**config.mk**
```make
export PLATFORM = sky130hd
export DESIGN_NAME = tone_mixer
export DESIGN_NICKNAME = d
export VERILOG_FILES = /design/src/logic/dsp_pkg.sv /design/src/logic/tone_mixer.sv
export SDC_FILE = /design/constraint.sdc
export NUM_CORES = 1
export LEC_CHECK = 0
export CAP_MARGIN = 20
export CORE_MARGIN = 5
export CORE_UTILIZATION = 59
export CTS_CLUSTER_SIZE = 25
export DETAILED_ROUTE_END_ITERATION = 6
export DONT_BUFFER_PORTS = 1
export GPL_TIMING_DRIVEN = 0
export PLACE_DENSITY_LB_ADDON = 0.08
export SLEW_MARGIN = 30
export SYNTH_ARGS = -nofsm -noshare
export SYNTH_HDL_FRONTEND = slang
export SYNTH_SLANG_ARGS = --single-unit
```
**constraint.sdc**
```tcl
create_clock -name i_sys_clk -period 2.4 [get_ports i_sys_clk]
set_input_delay 0.12 -clock i_sys_clk [delete_from_list [all_inputs] [get_ports i_sys_clk]]
set_output_delay 0.12 -clock i_sys_clk [all_outputs]
set_load 0.01 [all_outputs]
```
**src/logic/dsp_pkg.sv**
```systemverilog
`default_nettype none

package dsp_pkg;

    // ------------------------------
    // datapath word types
    // ------------------------------

    // tone phase and increment, one turn is 2^24
    typedef logic [23:0] phase_t;
    // programmed tone magnitude
    typedef logic signed [11:0] mag_t;
    // unsigned tone gain, 2^30 is unity
    typedef logic [31:0] gain_t;
    // gained tone sample
    typedef logic signed [15:0] sample_t;
    // code towards the dac pins
    typedef logic [13:0] dac_word_t;
    // raw adc code, offset binary
    typedef logic [11:0] adc_word_t;
    // left shift after the sum tree drop
    typedef logic [2:0] shift_t;

    // ------------------------------
    // pipeline and rate constants
    // ------------------------------

    localparam int N_TONES        = 4;
    // cordic rotation stages and working width
    localparam int CORDIC_STAGES  = 16;
    localparam int CORDIC_WW      = 20;
    // fold register + stages + gain compensation
    localparam int CORDIC_LATENCY = CORDIC_STAGES + 2;
    localparam int GAIN_SHIFT     = 30;
    // 18 bit sum down to 14 bits
    localparam int MIX_DROP       = 4;
    // sys_clk cycles per sample strobe
    localparam int DECIM          = 8;
    // mid-scale for offset binary
    localparam int DAC_OFFSET     = 8192;

endpackage

`default_nettype wire
```
**src/logic/tone_mixer.sv**
```systemverilog
`timescale 1ns/1ps
`default_nettype none

module tone_mixer (
    input  wire logic             i_sys_clk,
    input  wire logic             i_rst,
    input  wire logic             i_ce,
    input  wire dsp_pkg::sample_t i_tone [dsp_pkg::N_TONES],
    input  wire dsp_pkg::shift_t  i_final_shift,
    output logic signed [13:0]    o_mix
);

    logic signed [16:0] pair_lo;
    logic signed [16:0] pair_hi;
    logic signed [17:0] sum_all;
    logic signed [20:0] dropped;
    logic signed [20:0] shifted;

    // ------------------------------
    // sum tree
    // ------------------------------
    // first level loads on the strobe, second free-running
    always_ff @(posedge i_sys_clk or posedge i_rst) begin
        if (i_rst) begin
            pair_lo <= '0;
            pair_hi <= '0;
            sum_all <= '0;
        end else begin
            if (i_ce) begin
                pair_lo <= i_tone[0] + i_tone[1];
                pair_hi <= i_tone[2] + i_tone[3];
            end
            sum_all <= pair_lo + pair_hi;
        end
    end

    // ------------------------------
    // drop, shift, saturate
    // ------------------------------
    // 21 bits hold the 14 bit drop shifted by up to 7
    assign dropped = sum_all >>> dsp_pkg::MIX_DROP;
    assign shifted = dropped <<< i_final_shift;

    // clip instead of wrapping on large shifts
    always_ff @(posedge i_sys_clk or posedge i_rst) begin
        if (i_rst)
            o_mix <= '0;
        else if (shifted > 21'sd8191)
            o_mix <= 14'sd8191;
        else if (shifted < -21'sd8192)
            o_mix <= -14'sd8192;
        else
            o_mix <= shifted[13:0];
    end

endmodule

`default_nettype wire

```
# After elaboration in Yosys (flattened, before gate mapping)
# Index checks and enable logic that the tools add are counted.
[word_totals]
register_bits = 66
input_bits = 70
elab_cells = 12
[classes]
add_sub_neg = 3
order_cmp = 2
n_shift = 1
mux = 2
[op_table]
columns = ["op", "n"]
rows = [
  ["adder 16 x 16 -> 17 bit", 2],
  ["2-to-1 mux 14 bit", 2],
  ["> comparator 21 x 14 -> 1 bit, second input constant", 1],
  ["< comparator 21 x 14 -> 1 bit, second input constant", 1],
  ["<<< shifter 14 x 3 -> 21 bit", 1],
  ["adder 17 x 17 -> 18 bit", 1],
]

# Depth between registers and ports, before layout
[logic_depth]
ltp_word = 4
ltp_mapped = 9
depth_no_buf = 9

# Worst setup path before layout
# Ideal clock, no wire load.
[synth_timing]
kind = "input to register"
from = "input i_tone[32] (netlist name)"
to = "register pair_lo[10]"
t_arrival_ns = 2.051
path_slack_ns = 0.224
stages = 8
path_buffers = 0
path_cell_list = "ha_1 -> fa_1 -> a211oi_1 -> o21ai_1 -> nand4_1 -> or3b_1 -> xor2_1 -> mux2_2"
[synth_between]
elab_chain_len = 1
[synth_lines]
columns = ["element", "line_no", "source"]
rows = [
  ["start: declaration", "tone_mixer.sv:8", "input wire dsp_pkg::sample_t i_tone [dsp_pkg::N_TONES],"],
  ["adder 16 x 16 -> 17 bit", "tone_mixer.sv:30", "pair_lo <= i_tone[0] + i_tone[1];"],
  ["end signal: assignment", "tone_mixer.sv:30", ""],
  ["end: declaration", "tone_mixer.sv:13", "logic signed [16:0] pair_lo;"],
]
# No other way between the ends.
# A chain may end at the register's enable or synchronous reset.

# Worst setup path in the final report
[layout_timing]
from = "register pair_lo[2]"
to = "register sum_all[16]"
[layout_between]
elab_chain_len = 1
[layout_lines]
columns = ["element", "line_no", "source"]
rows = [
  ["adder 17 x 17 -> 18 bit", "tone_mixer.sv:33", "sum_all <= pair_lo + pair_hi;"],
  ["end signal: assignment", "tone_mixer.sv:33", ""],
  ["end: declaration", "tone_mixer.sv:15", "logic signed [17:0] sum_all;"],
]
# No other way between the ends.

==> summary.txt <==
final WL -> 8910 um
synthesized area -> 4540 sq um
core area -> 7610 sq um
vias per cell -> 5.90
# DRC -> 0
detailed-placement wirelength estimate -> 7180 um
H-tree depth -> 3
final-report hold violation count -> 0
Final #Nets -> 601
Placer Congestion -> 0.867
Slew Limit Fails -> 0
most frequent cells in the layout -> dfrtp_1 (62), ha_1 (48), nor2_1 (37)
Setup CP Type -> flop to flop
Worst-Skew Late Latency -> 0.34 ns
final setup violation count -> 0
post-synth net total -> 588
FFs w/ async S/R, synth -> 100%
Setup Buffers After CTS -> 0
EDFF count, synth -> 0
syn avg cell area -> 9.70 sq um
Post-DRT Antenna Nets -> 0
vias in the first global route -> 3452
largest net degree at the start of global routing -> 44
maximum vdd ir drop -> 0.000436 V
Worst Path Max Fanout -> 4
max-cap violations -> 0
root buf cell -> clkbuf_8
DRT Pass-1 Iters -> 4
number of port buffers -> 0
CTS tree -> yes
Mapped Cells -> 468
crit end category -> flop
Layout area overhead -> 7.66%
worst hold path type -> primary input to flop
die area -> 9550 sq um
routed len/inst -> 15.2 um
worst reg-to-reg setup slack -> 0.14 ns
Worst Path Required -> 2.67 ns
die height -> 97.7 um
CTS buffer count -> 9
Die X -> 97.7 um
Setup WS pre-CTS -> 0.0152 ns
# IOs -> 84
Max clock buf depth -> 2
Setup TNS -> 0 ns
vias after detailed routing -> 3464
Slew headroom -> 54.5%
Yosys reg bits -> 62
most common flop cell mapped by yosys -> dfrtp_1
Antenna Diode Count -> 0
Fin Clk Skew -> 0.00763 ns
Total Power -> 4.36 mW
Max Fclk -> 443 MHz
Final period util -> 94.1%
startpoint type of the worst setup path -> flop
initial antenna violation count -> 0
sequential area share after synthesis -> 34.2%
min Tclk post-route -> 2.26 ns
Remaining Overflow, GRT -> 0
Total GRT Usage -> 19.6%
Unique masters post-synth -> 54
first-pass GRT wire length -> 15500 um
Worst EP arrival -> 2.52 ns
layout cell share with drive strength beyond 1 -> 12.8%
status -> completed
commonest non-fill, non-tap cell in the layout -> dfrtp_1
violation count after the first detailed-route iteration -> 158
number of core rows -> 32
Yosys warnings -> 0
clock sink total -> 62
worst slew pin tran -> 0.683 ns
clock slew at reported path FFs -> 0.07 ns
RSZ-0062 raised after global routing -> no
final setup margin -> 0.142 ns
Starting Density -> 59.7%
hold_ws -> 0.0470 ns
pwr/cell area -> 891 nW/um^2
Lkg Pwr -> 2.16 nW
-- report_power, final --
part	switching, mW	internal, mW
sequential	0.276	1.43
clock	0.372	0.494
combinational	0.949	0.836
-- routing by layer --
metal  part of all wire [%]  wire (um)  GRT usage (%)  vias to the layer above
met1                     44       3900           24.5                     1604
li1                       -          -              -                     1762
met3                    5.1        457           4.38                       13
met2                     49       4410           34.4                       85
met5                      0          0              0                        -
met4                    1.6        144           5.22                        0
-- what timing repair did --
action | CTS | global route
gates resized for setup | 0 | 0
hold buffers | 1 | 0
endpoints found under the hold margin | 62 | 0
endpoints found under the setup margin | 0 | 0
-- logic make-up after synthesis --
kind of cell	share of synthesized area [%]
fa+ha+maj	14.1
xor+xnor	5.59
simple gates	10.6
flops	34.2
compound gates	23.0
mux	9.78
buf+inv	2.76
-- area by class of cell --
type                    instances  area [sq um]
multi-input cells             378          2860
fillers                       643          2720
inverters                      12          47.5
plain buffers                  16          80.1
repair buffers                  2          30.0
clock buffers                  10           138
flip-flops and latches         62          1550
clock inverters                 5          50.0
well taps                     102           128
-- worst max-delay path: stages (launching register included) --
cell	delay (ns)
dfrtp_1	0.40
ha_1	0.31
and4_1	0.19
o211ai_1	0.22
a31oi_1	0.15
o31a_1	0.31
a31o_2	0.29
a21oi_1	0.18
xnor2_1	0.13
-- state kept, by name, indices dropped and copies added (netlist names) --
| register | count |
|---|---|
| o_mix | 14 |
| sum_all | 14 |
| pair_lo | 17 |
| pair_hi | 17 |
-- Yosys cell counts (5+ instances only) --
master	instances	area (sq um)
a211oi_1	10	75.1
a21o_1	17	128
a21oi_1	36	180
a31oi_1	11	68.8
and3_1	6	37.5
clkbuf_1	12	45.0
dfrtp_1	62	1550
ha_1	48	601
inv_1	12	45.0
mux2_2	25	282
mux2i_1	14	140
nand2_1	23	86.3
nand3_1	12	60.1
nor2_1	37	139
nor2b_1	7	43.8
nor3_1	8	40.0
o21a_1	8	60.1
o21ai_0	29	145
o21ai_1	5	25.0
o21ai_2	6	52.6
o21bai_1	6	45.0
xnor2_1	24	210
xor2_1	5	43.8
-- through the flow --
step	cells	utilization, %	cell area, sq um
finish	587	64.3	4890
global route	587	64.3	4890
CTS	587	64.3	4890
detailed placement	571	61.7	4690
global placement	570	61.4	4670
floorplan	468	-	4540
-- final timing paths --
kind	from	end	cells past startpoint
hold reg to reg	pair_lo[0]$_DFFE_PP0P_	pair_lo[0]$_DFFE_PP0P_	1
setup / recovery	pair_lo[2]$_DFFE_PP0P_	sum_all[16]$_DFF_PP0_	8
setup reg to reg	pair_lo[2]$_DFFE_PP0P_	sum_all[16]$_DFF_PP0_	8
max in group asynchronous	i_rst	pair_hi[7]$_DFFE_PP0P_	3
min in group asynchronous	i_rst	pair_lo[16]$_DFFE_PP0P_	2
hold / removal	i_tone[16]	pair_hi[0]$_DFFE_PP0P_	2
No activity file was read; power rests on OpenSTA's default activity.
