===== config.mk =====
export PLATFORM = sky130hd
export DESIGN_NAME = dac_router
export DESIGN_NICKNAME = d
export VERILOG_FILES = /design/src/logic/ctrl_pkg.sv /design/src/logic/dsp_pkg.sv /design/src/logic/dac_router.sv
export SDC_FILE = /design/constraint.sdc
export NUM_CORES = 1
export LEC_CHECK = 0
export BUFFER_PORTS_ARGS = -buffer_cell sky130_fd_sc_hd__buf_2
export CAP_MARGIN = 20
export CORE_UTILIZATION = 47
export DETAILED_ROUTE_END_ITERATION = 12
export GPL_TIMING_DRIVEN = 0
export PLACE_DENSITY = 0.81
export SKIP_CTS_REPAIR_TIMING = 1
export SLEW_MARGIN = 20
export SYNTH_ARGS = -nofsm -noshare
export SYNTH_HDL_FRONTEND = slang
export SYNTH_SLANG_ARGS = --single-unit

===== constraint.sdc =====
create_clock -name i_sys_clk -period 1.9 [get_ports i_sys_clk]
set_clock_uncertainty 0.15 [all_clocks]
set_input_delay 0.095 -clock i_sys_clk [delete_from_list [all_inputs] [get_ports i_sys_clk]]
set_output_delay 0.095 -clock i_sys_clk [all_outputs]
set_load 0.1 [all_outputs]

===== src/logic/ctrl_pkg.sv =====
`default_nettype none

package ctrl_pkg;

    // ------------------------------
    // cpu select codes
    // ------------------------------

    // dac source, codes above SRC_ADC1 fall back to the mix
    typedef enum logic [2:0] {
        SRC_TONE0 = 3'd0,
        SRC_TONE1 = 3'd1,
        SRC_TONE2 = 3'd2,
        SRC_TONE3 = 3'd3,
        SRC_MIX   = 3'd4,
        SRC_ADC0  = 3'd5,
        SRC_ADC1  = 3'd6
    } dac_src_e;

    // capture source
    typedef enum logic [2:0] {
        CAP_TONE0 = 3'd0,
        CAP_TONE1 = 3'd1,
        CAP_TONE2 = 3'd2,
        CAP_TONE3 = 3'd3,
        CAP_MIX   = 3'd4
    } cap_src_e;

    // ------------------------------
    // capture memory
    // ------------------------------

    typedef enum logic [1:0] {
        CAP_IDLE,
        CAP_RUN,
        CAP_FULL
    } cap_state_e;

    localparam int CAP_DEPTH = 512;
    typedef logic [8:0] cap_idx_t;

endpackage

`default_nettype wire


===== src/logic/dsp_pkg.sv =====
`default_nettype none

package dsp_pkg;

    // ------------------------------
    // datapath word types
    // ------------------------------

    // tone phase and increment, one turn is 2^24
    typedef logic [23:0] phase_t;
    // programmed tone magnitude
    typedef logic signed [11:0] mag_t;
    // unsigned tone gain, 2^30 is unity
    typedef logic [31:0] gain_t;
    // gained tone sample
    typedef logic signed [15:0] sample_t;
    // code towards the dac pins
    typedef logic [13:0] dac_word_t;
    // raw adc code, offset binary
    typedef logic [11:0] adc_word_t;
    // left shift after the sum tree drop
    typedef logic [2:0] shift_t;

    // ------------------------------
    // pipeline and rate constants
    // ------------------------------

    localparam int N_TONES        = 4;
    // cordic rotation stages and working width
    localparam int CORDIC_STAGES  = 16;
    localparam int CORDIC_WW      = 20;
    // fold register + stages + gain compensation
    localparam int CORDIC_LATENCY = CORDIC_STAGES + 2;
    localparam int GAIN_SHIFT     = 30;
    // 18 bit sum down to 14 bits
    localparam int MIX_DROP       = 4;
    // sys_clk cycles per sample strobe
    localparam int DECIM          = 8;
    // mid-scale for offset binary
    localparam int DAC_OFFSET     = 8192;

endpackage

`default_nettype wire

===== src/logic/dac_router.sv =====
`timescale 1ns/1ps
`default_nettype none

module dac_router (
    input  wire logic               i_sys_clk,
    input  wire logic               i_rst,
    input  wire dsp_pkg::adc_word_t i_adc_data_ch0,
    input  wire dsp_pkg::adc_word_t i_adc_data_ch1,
    input  wire dsp_pkg::sample_t   i_tone [dsp_pkg::N_TONES],
    input  wire logic signed [13:0] i_mix,
    input  wire ctrl_pkg::dac_src_e i_dac_sel_ch1,
    input  wire ctrl_pkg::dac_src_e i_dac_sel_ch2,
    output dsp_pkg::dac_word_t      o_da1_data,
    output dsp_pkg::dac_word_t      o_da2_data
);

    logic [11:0]        adc_s0;
    logic [11:0]        adc_s1;
    dsp_pkg::dac_word_t cand [8];

    // offset binary to two's complement, msb flip
    always_ff @(posedge i_sys_clk or posedge i_rst) begin
        if (i_rst) begin
            adc_s0 <= '0;
            adc_s1 <= '0;
        end else begin
            adc_s0 <= {~i_adc_data_ch0[11], i_adc_data_ch0[10:0]};
            adc_s1 <= {~i_adc_data_ch1[11], i_adc_data_ch1[10:0]};
        end
    end

    // ------------------------------
    // 14 bit candidates by code
    // ------------------------------
    always_comb begin
        // tones keep their top 14 bits
        for (int k = 0; k < dsp_pkg::N_TONES; k++) begin
            cand[k] = i_tone[k][15:2];
        end
        cand[ctrl_pkg::SRC_MIX]  = i_mix;
        cand[ctrl_pkg::SRC_ADC0] = {adc_s0, 2'b00};
        cand[ctrl_pkg::SRC_ADC1] = {adc_s1, 2'b00};
        // spare code, mix again
        cand[7] = i_mix;
    end

    // mid-scale offset, wraps modulo 2^14
    always_ff @(posedge i_sys_clk or posedge i_rst) begin
        if (i_rst) begin
            o_da1_data <= dsp_pkg::dac_word_t'(dsp_pkg::DAC_OFFSET);
            o_da2_data <= dsp_pkg::dac_word_t'(dsp_pkg::DAC_OFFSET);
        end else begin
            o_da1_data <= cand[i_dac_sel_ch1] + dsp_pkg::dac_word_t'(dsp_pkg::DAC_OFFSET);
            o_da2_data <= cand[i_dac_sel_ch2] + dsp_pkg::dac_word_t'(dsp_pkg::DAC_OFFSET);
        end
    end

endmodule

`default_nettype wire


# Yosys cells after proc, flatten, opt, wreduce, memory -nomap -nowiden

Cells that the tools add are included.

Register bits: 52
Input bits: 110
Output and inout bits: 28
Logic and storage cells: 18

Add/subtract/negate cells: 2
$lt $le $gt $ge: 2
Multiplexer cells: 6
Bitwise gates (word level): 4

Operators with widths:

| cell                                                     | number |
|---|---|
| 14-bit binary-select mux with 3-bit select               | 2 |
| 14-bit 2-to-1 mux                                        | 4 |
| 14-bit adder, second input constant                      | 2 |
| 4-bit greater-or-equal comparator, second input constant | 2 |
| 3-bit NOT with 4-bit output                              | 2 |
| 1-bit NOT                                                | 2 |

# Logic depth before layout (Yosys ltp)

Gate-level depths: netlist of run 1.

Depth in word-level cells: 5
Mapped depth: 5
Gate-level depth less buffers: 3

# Least setup slack after synthesis of run 1

OpenSTA, ideal clock, no wires.

Path kind: input to register
From: input i_dac_sel_ch2[0]
To: register o_da2_data[10]
Setup time: 0.135 ns
Arrival time: 1.091 ns
Required time: 1.615 ns
Path slack: 0.524 ns
Cell stages on the path: 5
Buffers on the path: 2
Cells stage by stage: buf_4 buf_4 mux4_2 nand2_1 o31ai_1

Word-level cells in the longest chain between the ends: 5

Ends and longest elaborated chain:

| what                                                  | RTL line         | source |
|---|---|---|
| start, declared                                       | dac_router.sv:12 | `input wire ctrl_pkg::dac_src_e i_dac_sel_ch2,` |
| 3-bit NOT with 4-bit output (not written as such)     | dac_router.sv:54 | `o_da2_data <= cand[i_dac_sel_ch2] + dsp_pkg::dac_word_t'(dsp_pkg::DAC_OFFSET);` |
| 14-bit binary-select mux with 3-bit select            | dac_router.sv:54 |  |
| 14-bit 2-to-1 mux (not written as such) (2 in series) | dac_router.sv:54 |  |
| 14-bit adder                                          | dac_router.sv:54 |  |
| end signal, assigned                                  | dac_router.sv:51 | `o_da2_data <= dsp_pkg::dac_word_t'(dsp_pkg::DAC_OFFSET);` |
| end signal, assigned                                  | dac_router.sv:54 |  |
| end, declared                                         | dac_router.sv:14 | `output dsp_pkg::dac_word_t o_da2_data` |

Every way passes these cells. The select of a mux whose other input is x is not followed.

# Final worst setup path of run 1

From: input i_dac_sel_ch2[2]
To: register o_da2_data[6]

The elaborated chain is that of the path after synthesis.

==> flow_summary.json, run 1 <==
{
  "outcome": "complete, no violations",
  "htree_levels": 2,
  "antenna_left": 0,
  "p_total_mw": 3.115,
  "cts_inserted_buffers": 5,
  "clk_pin_slew_ns": 0.09,
  "root_buffer": "clkbuf_8",
  "dp.cells": 417,
  "grt-ovfl-total": 0,
  "first_iter_violations": 186,
  "start_util": 0.4933,
  "drive_above_1_share": 0.4667,
  "reg2regPathDepth": 3,
  "gr-usage-all-layers": 0.2676,
  "max_freq_mhz": 597.6,
  "worstReg2RegStart": "adc_s0[10]",
  "end_kind": "register",
  "syn_area_um2": 2955,
  "finalCritPeriodShare": 0.8808,
  "placed_area_um2": 3695,
  "die-area_um2": 6609,
  "final_core_util": 0.6986,
  "hpwlAfterDp_um": 6155,
  "dr.pass1.iters": 4,
  "wl_per_cell_um": 19.36,
  "final_cell_mix": "133 x buf_2, 50 x dfrtp_1, 40 x dlygate4sd3_1, 38 x mux2i_1, 19 x mux4_2",
  "comb_power_share": 0.395,
  "swShare": 0.3928,
  "dr_total_vias": 2639,
  "coreArea_um2": 5991,
  "finalHoldViolCount": 0,
  "period_minus_slack_ns": 1.673,
  "cts_num_sinks": 52,
  "power_frac_seq": 0.398,
  "ff2ff_setup_slack_ns": 0.55,
  "hold_depth": 4,
  "clockBufferDepth": 2,
  "dpl_worst_slack_ns": 0.3192,
  "final_area_um2": 4185,
  "antenna_found_initial": 0,
  "grt_pass1_vias": 2491,
  "drcViolationCount": 0,
  "ys_types": 23,
  "wirelength_um": 9004,
  "rsz0062_at_grt": "false",
  "hp-start": "i_dac_sel_ch2[1]",
  "p_clk_frac": 0.207,
  "yosysWarnings": 0,
  "crit_type": "input port to register",
  "diodes": 0,
  "p_leak_nw": 2.037,
  "nets": 499,
  "fin_cells": 465,
  "arrival_ns": 1.72,
  "drv_slew": 0,
  "grt_pass1_wl_um": 12580,
  "cts_tree": "yes",
  "clk_latency_ns": 0.30,
  "ir_drop_mv": 0.4847,
  "port_buffers": 125,
  "max_slew.worst_pin.slew_ns": 0.5691,
  "p_sw_mw": 1.223,
  "synthToLayoutAreaGrowth_pct": 41.62,
  "min_path_type": "input port to register",
  "maxCapViolCount": 0,
  "fin_ws_ns": 0.2265,
  "vias_per_cell": 5.675,
  "num_rows": 28,
  "die_h_um": 81.30,
  "ys_ff_latch": 52,
  "yosysSeqAreaShare": 0.4412,
  "power_density_nw_per_um2": 744.3,
  "gp_congestion": 0.7967,
  "syn_avg_cell_area_um2": 13.68,
  "syn_inst": 216,
  "synth_edf_count": 0,
  "io_pins": 138,
  "internal-power_mw": 1.891,
  "slew-limit-headroom": 0.6206,
  "synth_async_sr_flop_share": 1.000,
  "ys.flop_type": "dfrtp_1",
  "cp.required_ns": 1.95,
  "startpoint": "i_dac_sel_ch2[2]",
  "synth_nets": 326,
  "fp.dieW_um": 81.30,
  "critPathMaxFanout": 10,
  "startpoint_type": "input port",
  "layout_commonest_cell": "buf_2",
  "setup_viol": 0,
  "grt_max_degree": 36
}
==> cells by family after synthesis <==
| kind of cell | synth area share |
|---|---|
| XOR/XNOR | 0.005928 |
| AO/OA/AOI/OAI | 0.06351 |
| buffers and inverters | 0.05207 |
| flip-flops | 0.4412 |
| multiplexers | 0.3916 |
| AND/OR/NAND/NOR | 0.04572 |
==> flip-flops by register name, summed over array words and instances, names as in the netlist <==
name and count:
adc_s0 12, adc_s1 12, o_da2_data 14, o_da1_data 14
==> area by class of cell <==
type	count	area (µm²)
multi-input cells	138	1498
inverters	7	26.28
fillers	443	1805
clock buffers	8	90.09
plain buffers	19	127.6
flip-flops and latches	52	1304
repair buffers	166	1046
well taps	75	93.84
==> per-layer routing <==
| layer | track usage | vias up | wire, µm |
|---|---|---|---|
| met5 | 0 | - | 0 |
| met4 | 0.09643 | 0 | 236 |
| met3 | 0.05393 | 25 | 485 |
| met2 | 0.4642 | 130 | 4943 |
| met1 | 0.3282 | 1308 | 3338 |
| li1 | - | 1176 | - |
==> cell usage after synthesis, drive strengths merged, types with 2 or more instances <==
library cell	count	share of area
xor2	2	0.0059
o22ai	13	0.028
nand2b	2	0.0042
or3b	2	0.0059
buf	17	0.041
dfrtp	50	0.42
nand2	17	0.022
o31ai	11	0.028
o21ai	3	0.0051
mux4	28	0.22
clkbuf	2	0.0025
inv	6	0.0076
dfstp	2	0.018
mux2	10	0.038
nor2	11	0.014
mux2i	38	0.13
==> path summary, 6_finish.rpt <==
check,to
setup reg to reg,o_da1_data[12]
setup / recovery,o_da2_data[6]
max in group asynchronous,o_da1_data[13]
min in group asynchronous,o_da1_data[10]
hold reg to reg,o_da2_data[2]
hold / removal,o_da2_data[2]
==> power by group through the flow <==
stage,sequential (mW),clock [mW],combinational (mW)
2_1_floorplan,1.79,0,0.335
3_3_place_gp,1.26,0,1.13
3_5_place_dp,1.26,0,1.16
4_1_cts,1.24,0.652,1.16
5_1_grt,1.25,0.703,1.29
6_report,1.24,0.646,1.23
==> metrics by stage <==
step / hold slack (ns) / TNS, ns
after global routing: 0.07533 / 0
after global placement: 0.05411 / -10.75
after detailed placement: -0.04544 / 0
after CTS: -0.3714 / 0
final: 0.05657 / 0
after floorplan: -0.02357 / 0
==> critical path: stages <==
cell and delay, ns:
dlygate4sd3_1 0.53, buf_2 0.12, clkinv_1 0.26, clkbuf_1 0.37
o31ai_1 0.35
No activity file was read; power rests on OpenSTA's default activity.
==> run 2, diff against run 1 <==
--- a/config.mk
+++ b/config.mk
@@ -10,7 +10,7 @@
 export CORE_UTILIZATION = 47
 export DETAILED_ROUTE_END_ITERATION = 12
 export GPL_TIMING_DRIVEN = 0
-export PLACE_DENSITY = 0.81
+export PLACE_DENSITY = 0.83
 export SKIP_CTS_REPAIR_TIMING = 1
 export SLEW_MARGIN = 20
 export SYNTH_ARGS = -nofsm -noshare
==> flow_summary.json, run 2 (same netlist as run 1, synthesis figures left out) <==
{
  "met2_usage": 0.4833,
  "start_util": 0.4933,
  "wirelength_um": 8985,
  "clk_latency_ns": 0.30,
  "gp_congestion": 0.7800,
  "ir_drop_mv": 0.4317,
  "max_slew.worst_pin.slew_ns": 0.6278,
  "htree_levels": 2,
  "startpoint_type": "input port",
  "fp.dieW_um": 81.30,
  "placed_area_um2": 3695,
  "num_rows": 28,
  "io_pins": 138,
  "cp.required_ns": 1.94,
  "rsz0062_at_grt": "false",
  "drcViolationCount": 0,
  "diodes": 0,
  "p_leak_nw": 2.017,
  "violations": "negative hold slack",
  "drive_above_1_share": 0.4727,
  "die-area_um2": 6609,
  "cts_inserted_buffers": 5,
  "synthToLayoutAreaGrowth_pct": 39.84,
  "grt_max_degree": 32,
  "top_regs": "o_da1_data: 14 flops, o_da2_data: 14 flops",
  "final_cell_mix": "133 x buf_2, 50 x dfrtp_1, 38 x mux2i_1, 36 x dlygate4sd3_1, 19 x mux4_2",
  "dr_total_vias": 2610,
  "met1_usage": 0.3028,
  "die_h_um": 81.30,
  "gr-usage-all-layers": 0.2684,
  "hpwlAfterDp_um": 6326,
  "dpl_worst_slack_ns": 0.2562,
  "cts_num_sinks": 52,
  "coreArea_um2": 5991,
  "clockBufferDepth": 2,
  "fin_ws_ns": 0.1599,
  "wl_per_cell_um": 19.53,
  "port_buffers": 125,
  "setup_viol": 0,
  "vias_per_cell": 5.674,
  "fillerInstances": 470,
  "outcome": "finished with violations",
  "clk_pin_slew_ns": 0.09,
  "use_met3": 0.05955,
  "nets": 495,
  "grt-ovfl-total": 0,
  "dr.pass1.iters": 4,
  "first_iter_violations": 109,
  "grt_pass1_wl_um": 12540,
  "antenna_left": 0,
  "root_buffer": "clkbuf_8",
  "final_area_um2": 4133,
  "antenna_found_initial": 0,
  "layout_commonest_cell": "buf_2",
  "arrival_ns": 1.78,
  "power_density_nw_per_um2": 744.0,
  "end_kind": "register",
  "grt_pass1_vias": 2551,
  "timing.hold.ws_ns": -0.04195,
  "busiest_layer": "met2",
  "slew-limit-headroom": 0.5815,
  "finalCritPeriodShare": 0.9158,
  "max_freq_mhz": 574.7,
  "min_path_type": "input port to register",
  "cts_tree": "yes",
  "maxCapViolCount": 0,
  "finalHoldViolCount": 5,
  "period_minus_slack_ns": 1.740,
  "drv_slew": 0,
  "crit_type": "input port to register",
  "critPathMaxFanout": 10
}
run 2: cell types whose count changed in the layout (fill, tap and decap cells not counted):
cell,before,now
clkinv_2,0,1
clkbuf_1,4,3
clkbuf_8,6,5
dlygate4sd3_1,40,36
run 2: routing by layer:
metal | up-vias | share of wire
met2 | 140 | 0.56
met4 | 0 | 0.022
li1 | 1168 | -
met5 | - | 0
met1 | 1280 | 0.36
met3 | 22 | 0.059
run 2: final timing paths:
path                             startpoint        endpoint  slack [ns]  depth (start not counted)
hold reg to reg                   adc_s1[9]  o_da2_data[11]        0.47                          2
min in group asynchronous             i_rst       adc_s0[4]        0.20                          3
max in group asynchronous             i_rst  o_da2_data[13]        0.79                          4
setup reg to reg                 adc_s1[10]  o_da1_data[12]        0.57                          3
hold / removal                    i_mix[10]  o_da2_data[10]       -0.04                          3
setup / recovery           i_dac_sel_ch2[1]   o_da2_data[1]        0.16                          6
run 2: worst max-delay path: stages:
cell and delay (ns):
buf_2 0.09, buf_4 0.18, xor2_1 0.37, buf_2 0.33, o21ai_0 0.14, dlygate4sd3_1 0.56
run 2: area by class of cell:
type | instances | area (µm²) | share of cell area
plain buffers | 19 | 127.6 | 0.03088
clock buffers | 6 | 72.57 | 0.01756
flip-flops and latches | 52 | 1304 | 0.3155
clock inverters | 1 | 5.005 | 0.001211
repair buffers | 162 | 1006 | 0.2434
multi-input cells | 138 | 1498 | 0.3624
inverters | 7 | 26.28 | 0.006358
well taps | 75 | 93.84 | 0.02271
run 2: stage by stage:
| step | hold slack, ns | std cells | utilization | power, mW | TNS (ns) |
|---|---|---|---|---|---|
| floorplan | -0.02357 | 216 | - | 2.128 | 0 |
| global placement | 0.05378 | 416 | 0.6134 | 2.388 | -12.58 |
| detailed placement | 0.0004626 | 417 | 0.6168 | 2.424 | 0 |
| CTS | -0.3277 | 424 | 0.6297 | 3.021 | 0 |
| finish | -0.04195 | 460 | 0.6899 | 3.075 | 0 |
| global route | 0.002841 | 460 | 0.6899 | 3.197 | 0 |
run 2: report_power, final:
| group | internal (mW) | total, mW | switching (mW) |
|---|---|---|---|
| registers | 1.21 | 1.24 | 0.0320 |
| logic | 0.384 | 1.23 | 0.845 |
| clock network | 0.252 | 0.609 | 0.357 |
| total | 1.84 | 3.07 | 1.23 |
==> run 3, diff against run 2 <==
--- a/config.mk
+++ b/config.mk
@@ -5,9 +5,10 @@
 export SDC_FILE = /design/constraint.sdc
 export NUM_CORES = 1
 export LEC_CHECK = 0
+export ABC_AREA = 1
 export BUFFER_PORTS_ARGS = -buffer_cell sky130_fd_sc_hd__buf_2
 export CAP_MARGIN = 20
-export CORE_UTILIZATION = 47
+export CORE_UTILIZATION = 50
 export DETAILED_ROUTE_END_ITERATION = 12
 export GPL_TIMING_DRIVEN = 0
 export PLACE_DENSITY = 0.83
==> flow_summary.json, run 3 <==
{
  "die_h_um": 88.95,
  "gr-usage-all-layers": 0.3654,
  "top_regs": "o_da1_data: 14 flops, o_da2_data: 14 flops",
  "syn_inst": 630,
  "cts_tree": "yes",
  "finalHoldViolCount": 3,
  "power_density_nw_per_um2": 687.4,
  "yosysTopAreaCellShare": 0.3337,
  "grt_pass1_vias": 4165,
  "ys_top_cells_by_area": "nand2_1 33%, dfrtp_1 33%, nand3_1 15%",
  "io_pins": 138,
  "end_kind": "register",
  "hpwlAfterDp_um": 10170,
  "dp.cells": 855,
  "num_rows": 31,
  "syn_area_um2": 3780,
  "ir_drop_mv": 0.4166,
  "antenna_left": 0,
  "ys.flop_type": "dfrtp_1",
  "drcViolationCount": 0,
  "fin_cells": 896,
  "diodes": 0,
  "startpoint_type": "input port",
  "ys_ff_latch": 52,
  "final_core_util": 0.6858,
  "p_total_mw": 3.438,
  "grt_max_degree": 38,
  "die-area_um2": 7911,
  "min_path_type": "input port to register",
  "crit_type": "input port to register",
  "rsz0062_at_grt": "false",
  "start_util": 0.5184,
  "maxCapViolCount": 0,
  "hold_depth": 5,
  "drive_above_1_share": 0.2171,
  "ff2ff_setup_slack_ns": 0.83,
  "dr.pass1.iters": 7,
  "timing.hold.ws_ns": -0.03016,
  "grt-ovfl-total": 0,
  "antenna_found_initial": 0,
  "max_freq_mhz": 562.1,
  "slew-limit-headroom": 0.4896,
  "wl_per_cell_um": 16.53,
  "syn_avg_cell_area_um2": 6.000,
  "outcome": "finished with violations",
  "synth_most_common_cell": "nand2_1",
  "yosysSeqAreaShare": 0.3449,
  "synthToLayoutAreaGrowth_pct": 32.31,
  "coreArea_um2": 7292,
  "grt_pass1_wl_um": 21180,
  "htree_levels": 2,
  "finalCritPeriodShare": 0.9363,
  "vias_per_cell": 5.319,
  "clockBufferDepth": 2,
  "gp_congestion": 0.9293,
  "root_buffer": "clkbuf_8",
  "critical_path.most_common_cell": "nand2_1",
  "final_cell_mix": "336 x nand2_1, 136 x buf_2, 110 x nand3_1, 89 x inv_1, 50 x dfrtp_1",
  "crit_chain": "dlygate4sd3_1 > buf_2 > inv_1 > clkbuf_1 > nand2_1 > nand2_1",
  "cp_slowest_stage_delay_ns": 0.57,
  "first_iter_violations": 458,
  "synth_edf_count": 0,
  "cp.required_ns": 2.00,
  "cts_num_sinks": 52,
  "reg2regPathDepth": 6,
  "arrival_ns": 1.88,
  "fin_tns_setup_ns": 0,
  "fillerInstances": 662,
  "synth_nets": 740,
  "wirelength_um": 14810,
  "dr_total_vias": 4766,
  "fp.dieW_um": 88.95,
  "p_leak_nw": 3.107,
  "nets": 906,
  "synth_common_cells": "336 x nand2_1, 110 x nand3_1, 90 x inv_1",
  "synth_top_area_cell": "nand2_1",
  "period_minus_slack_ns": 1.779,
  "drv_slew": 0,
  "setup_viol": 0,
  "synth_async_sr_flop_share": 1.000,
  "clk_pin_slew_ns": 0.10,
  "yosysWarnings": 0,
  "cpMaxStageDelayCell": "clkbuf_1",
  "layout_commonest_cell": "nand2_1",
  "max_slew.worst_pin.slew_ns": 0.7657,
  "clk_latency_ns": 0.31,
  "port_buffers": 125,
  "critPathMaxFanout": 10,
  "ys_types": 11,
  "cts_inserted_buffers": 5,
  "violations": "negative hold slack"
}
-- run 3: worst paths after layout --
path,startpoint,to
setup / recovery,i_dac_sel_ch1[2],o_da1_data[10]
hold / removal,i_tone[50],o_da1_data[0]
setup reg to reg,adc_s0[0],o_da1_data[2]
hold reg to reg,adc_s1[11],o_da2_data[13]
max in group asynchronous,i_rst,adc_s0[1]
min in group asynchronous,i_rst,o_da2_data[8]
-- run 3: cell families (layout without fill, tap and decap cells) --
group,after synthesis,in the layout,share of synthesized area
buffers and inverters,130,297,0.1711
DFF,52,52,0.3449
xor gates and xnor gates,2,2,0.004635
and+or+nand+nor,446,446,0.4793
-- run 3: routing by layer --
metal	up-vias	track usage	share of wire
li1	2206	-	-
met1	2180	0.4708	0.38
met2	336	0.6112	0.48
met3	44	0.07110	0.11
met4	0	0.1371	0.030
met5	-	0	0
-- run 3: worst max-delay path, delay by kind of cell --
| kind | cells | cell delay [ns] |
|---|---|---|
| buffers and inverters | 4 | 1.43 |
| and+or+nand+nor | 2 | 0.35 |
-- run 3: cell type report --
| type | count | area [µm²] | share of cell area |
|---|---|---|---|
| flip-flops and latches | 52 | 1304 | 0.2607 |
| repair buffers | 159 | 975.9 | 0.1951 |
| plain buffers | 36 | 284.0 | 0.05679 |
| inverters | 94 | 362.8 | 0.07255 |
| well taps | 99 | 123.9 | 0.02477 |
| clock buffers | 6 | 82.58 | 0.01651 |
| multi-input cells | 448 | 1829 | 0.3658 |
| clock inverters | 2 | 38.79 | 0.007756 |
-- run 3: stage by stage --
step                      instance area [µm²]  worst slack, ns
after floorplan                          3780           0.4004
after global placement                   4529          -0.1431
after detailed placement                 4549           0.4513
after CTS                                4671           0.3979
after global routing                     5001          0.09783
final                                    5001           0.1211
-- run 3: power by group --
group | switching [mW] | leakage (nW) | internal, mW
clock network | 0.390 | 0.0614 | 0.431
logic | 1.02 | 2.43 | 0.369
registers | 0.0281 | 0.615 | 1.20
total | 1.44 | 3.11 | 2.00
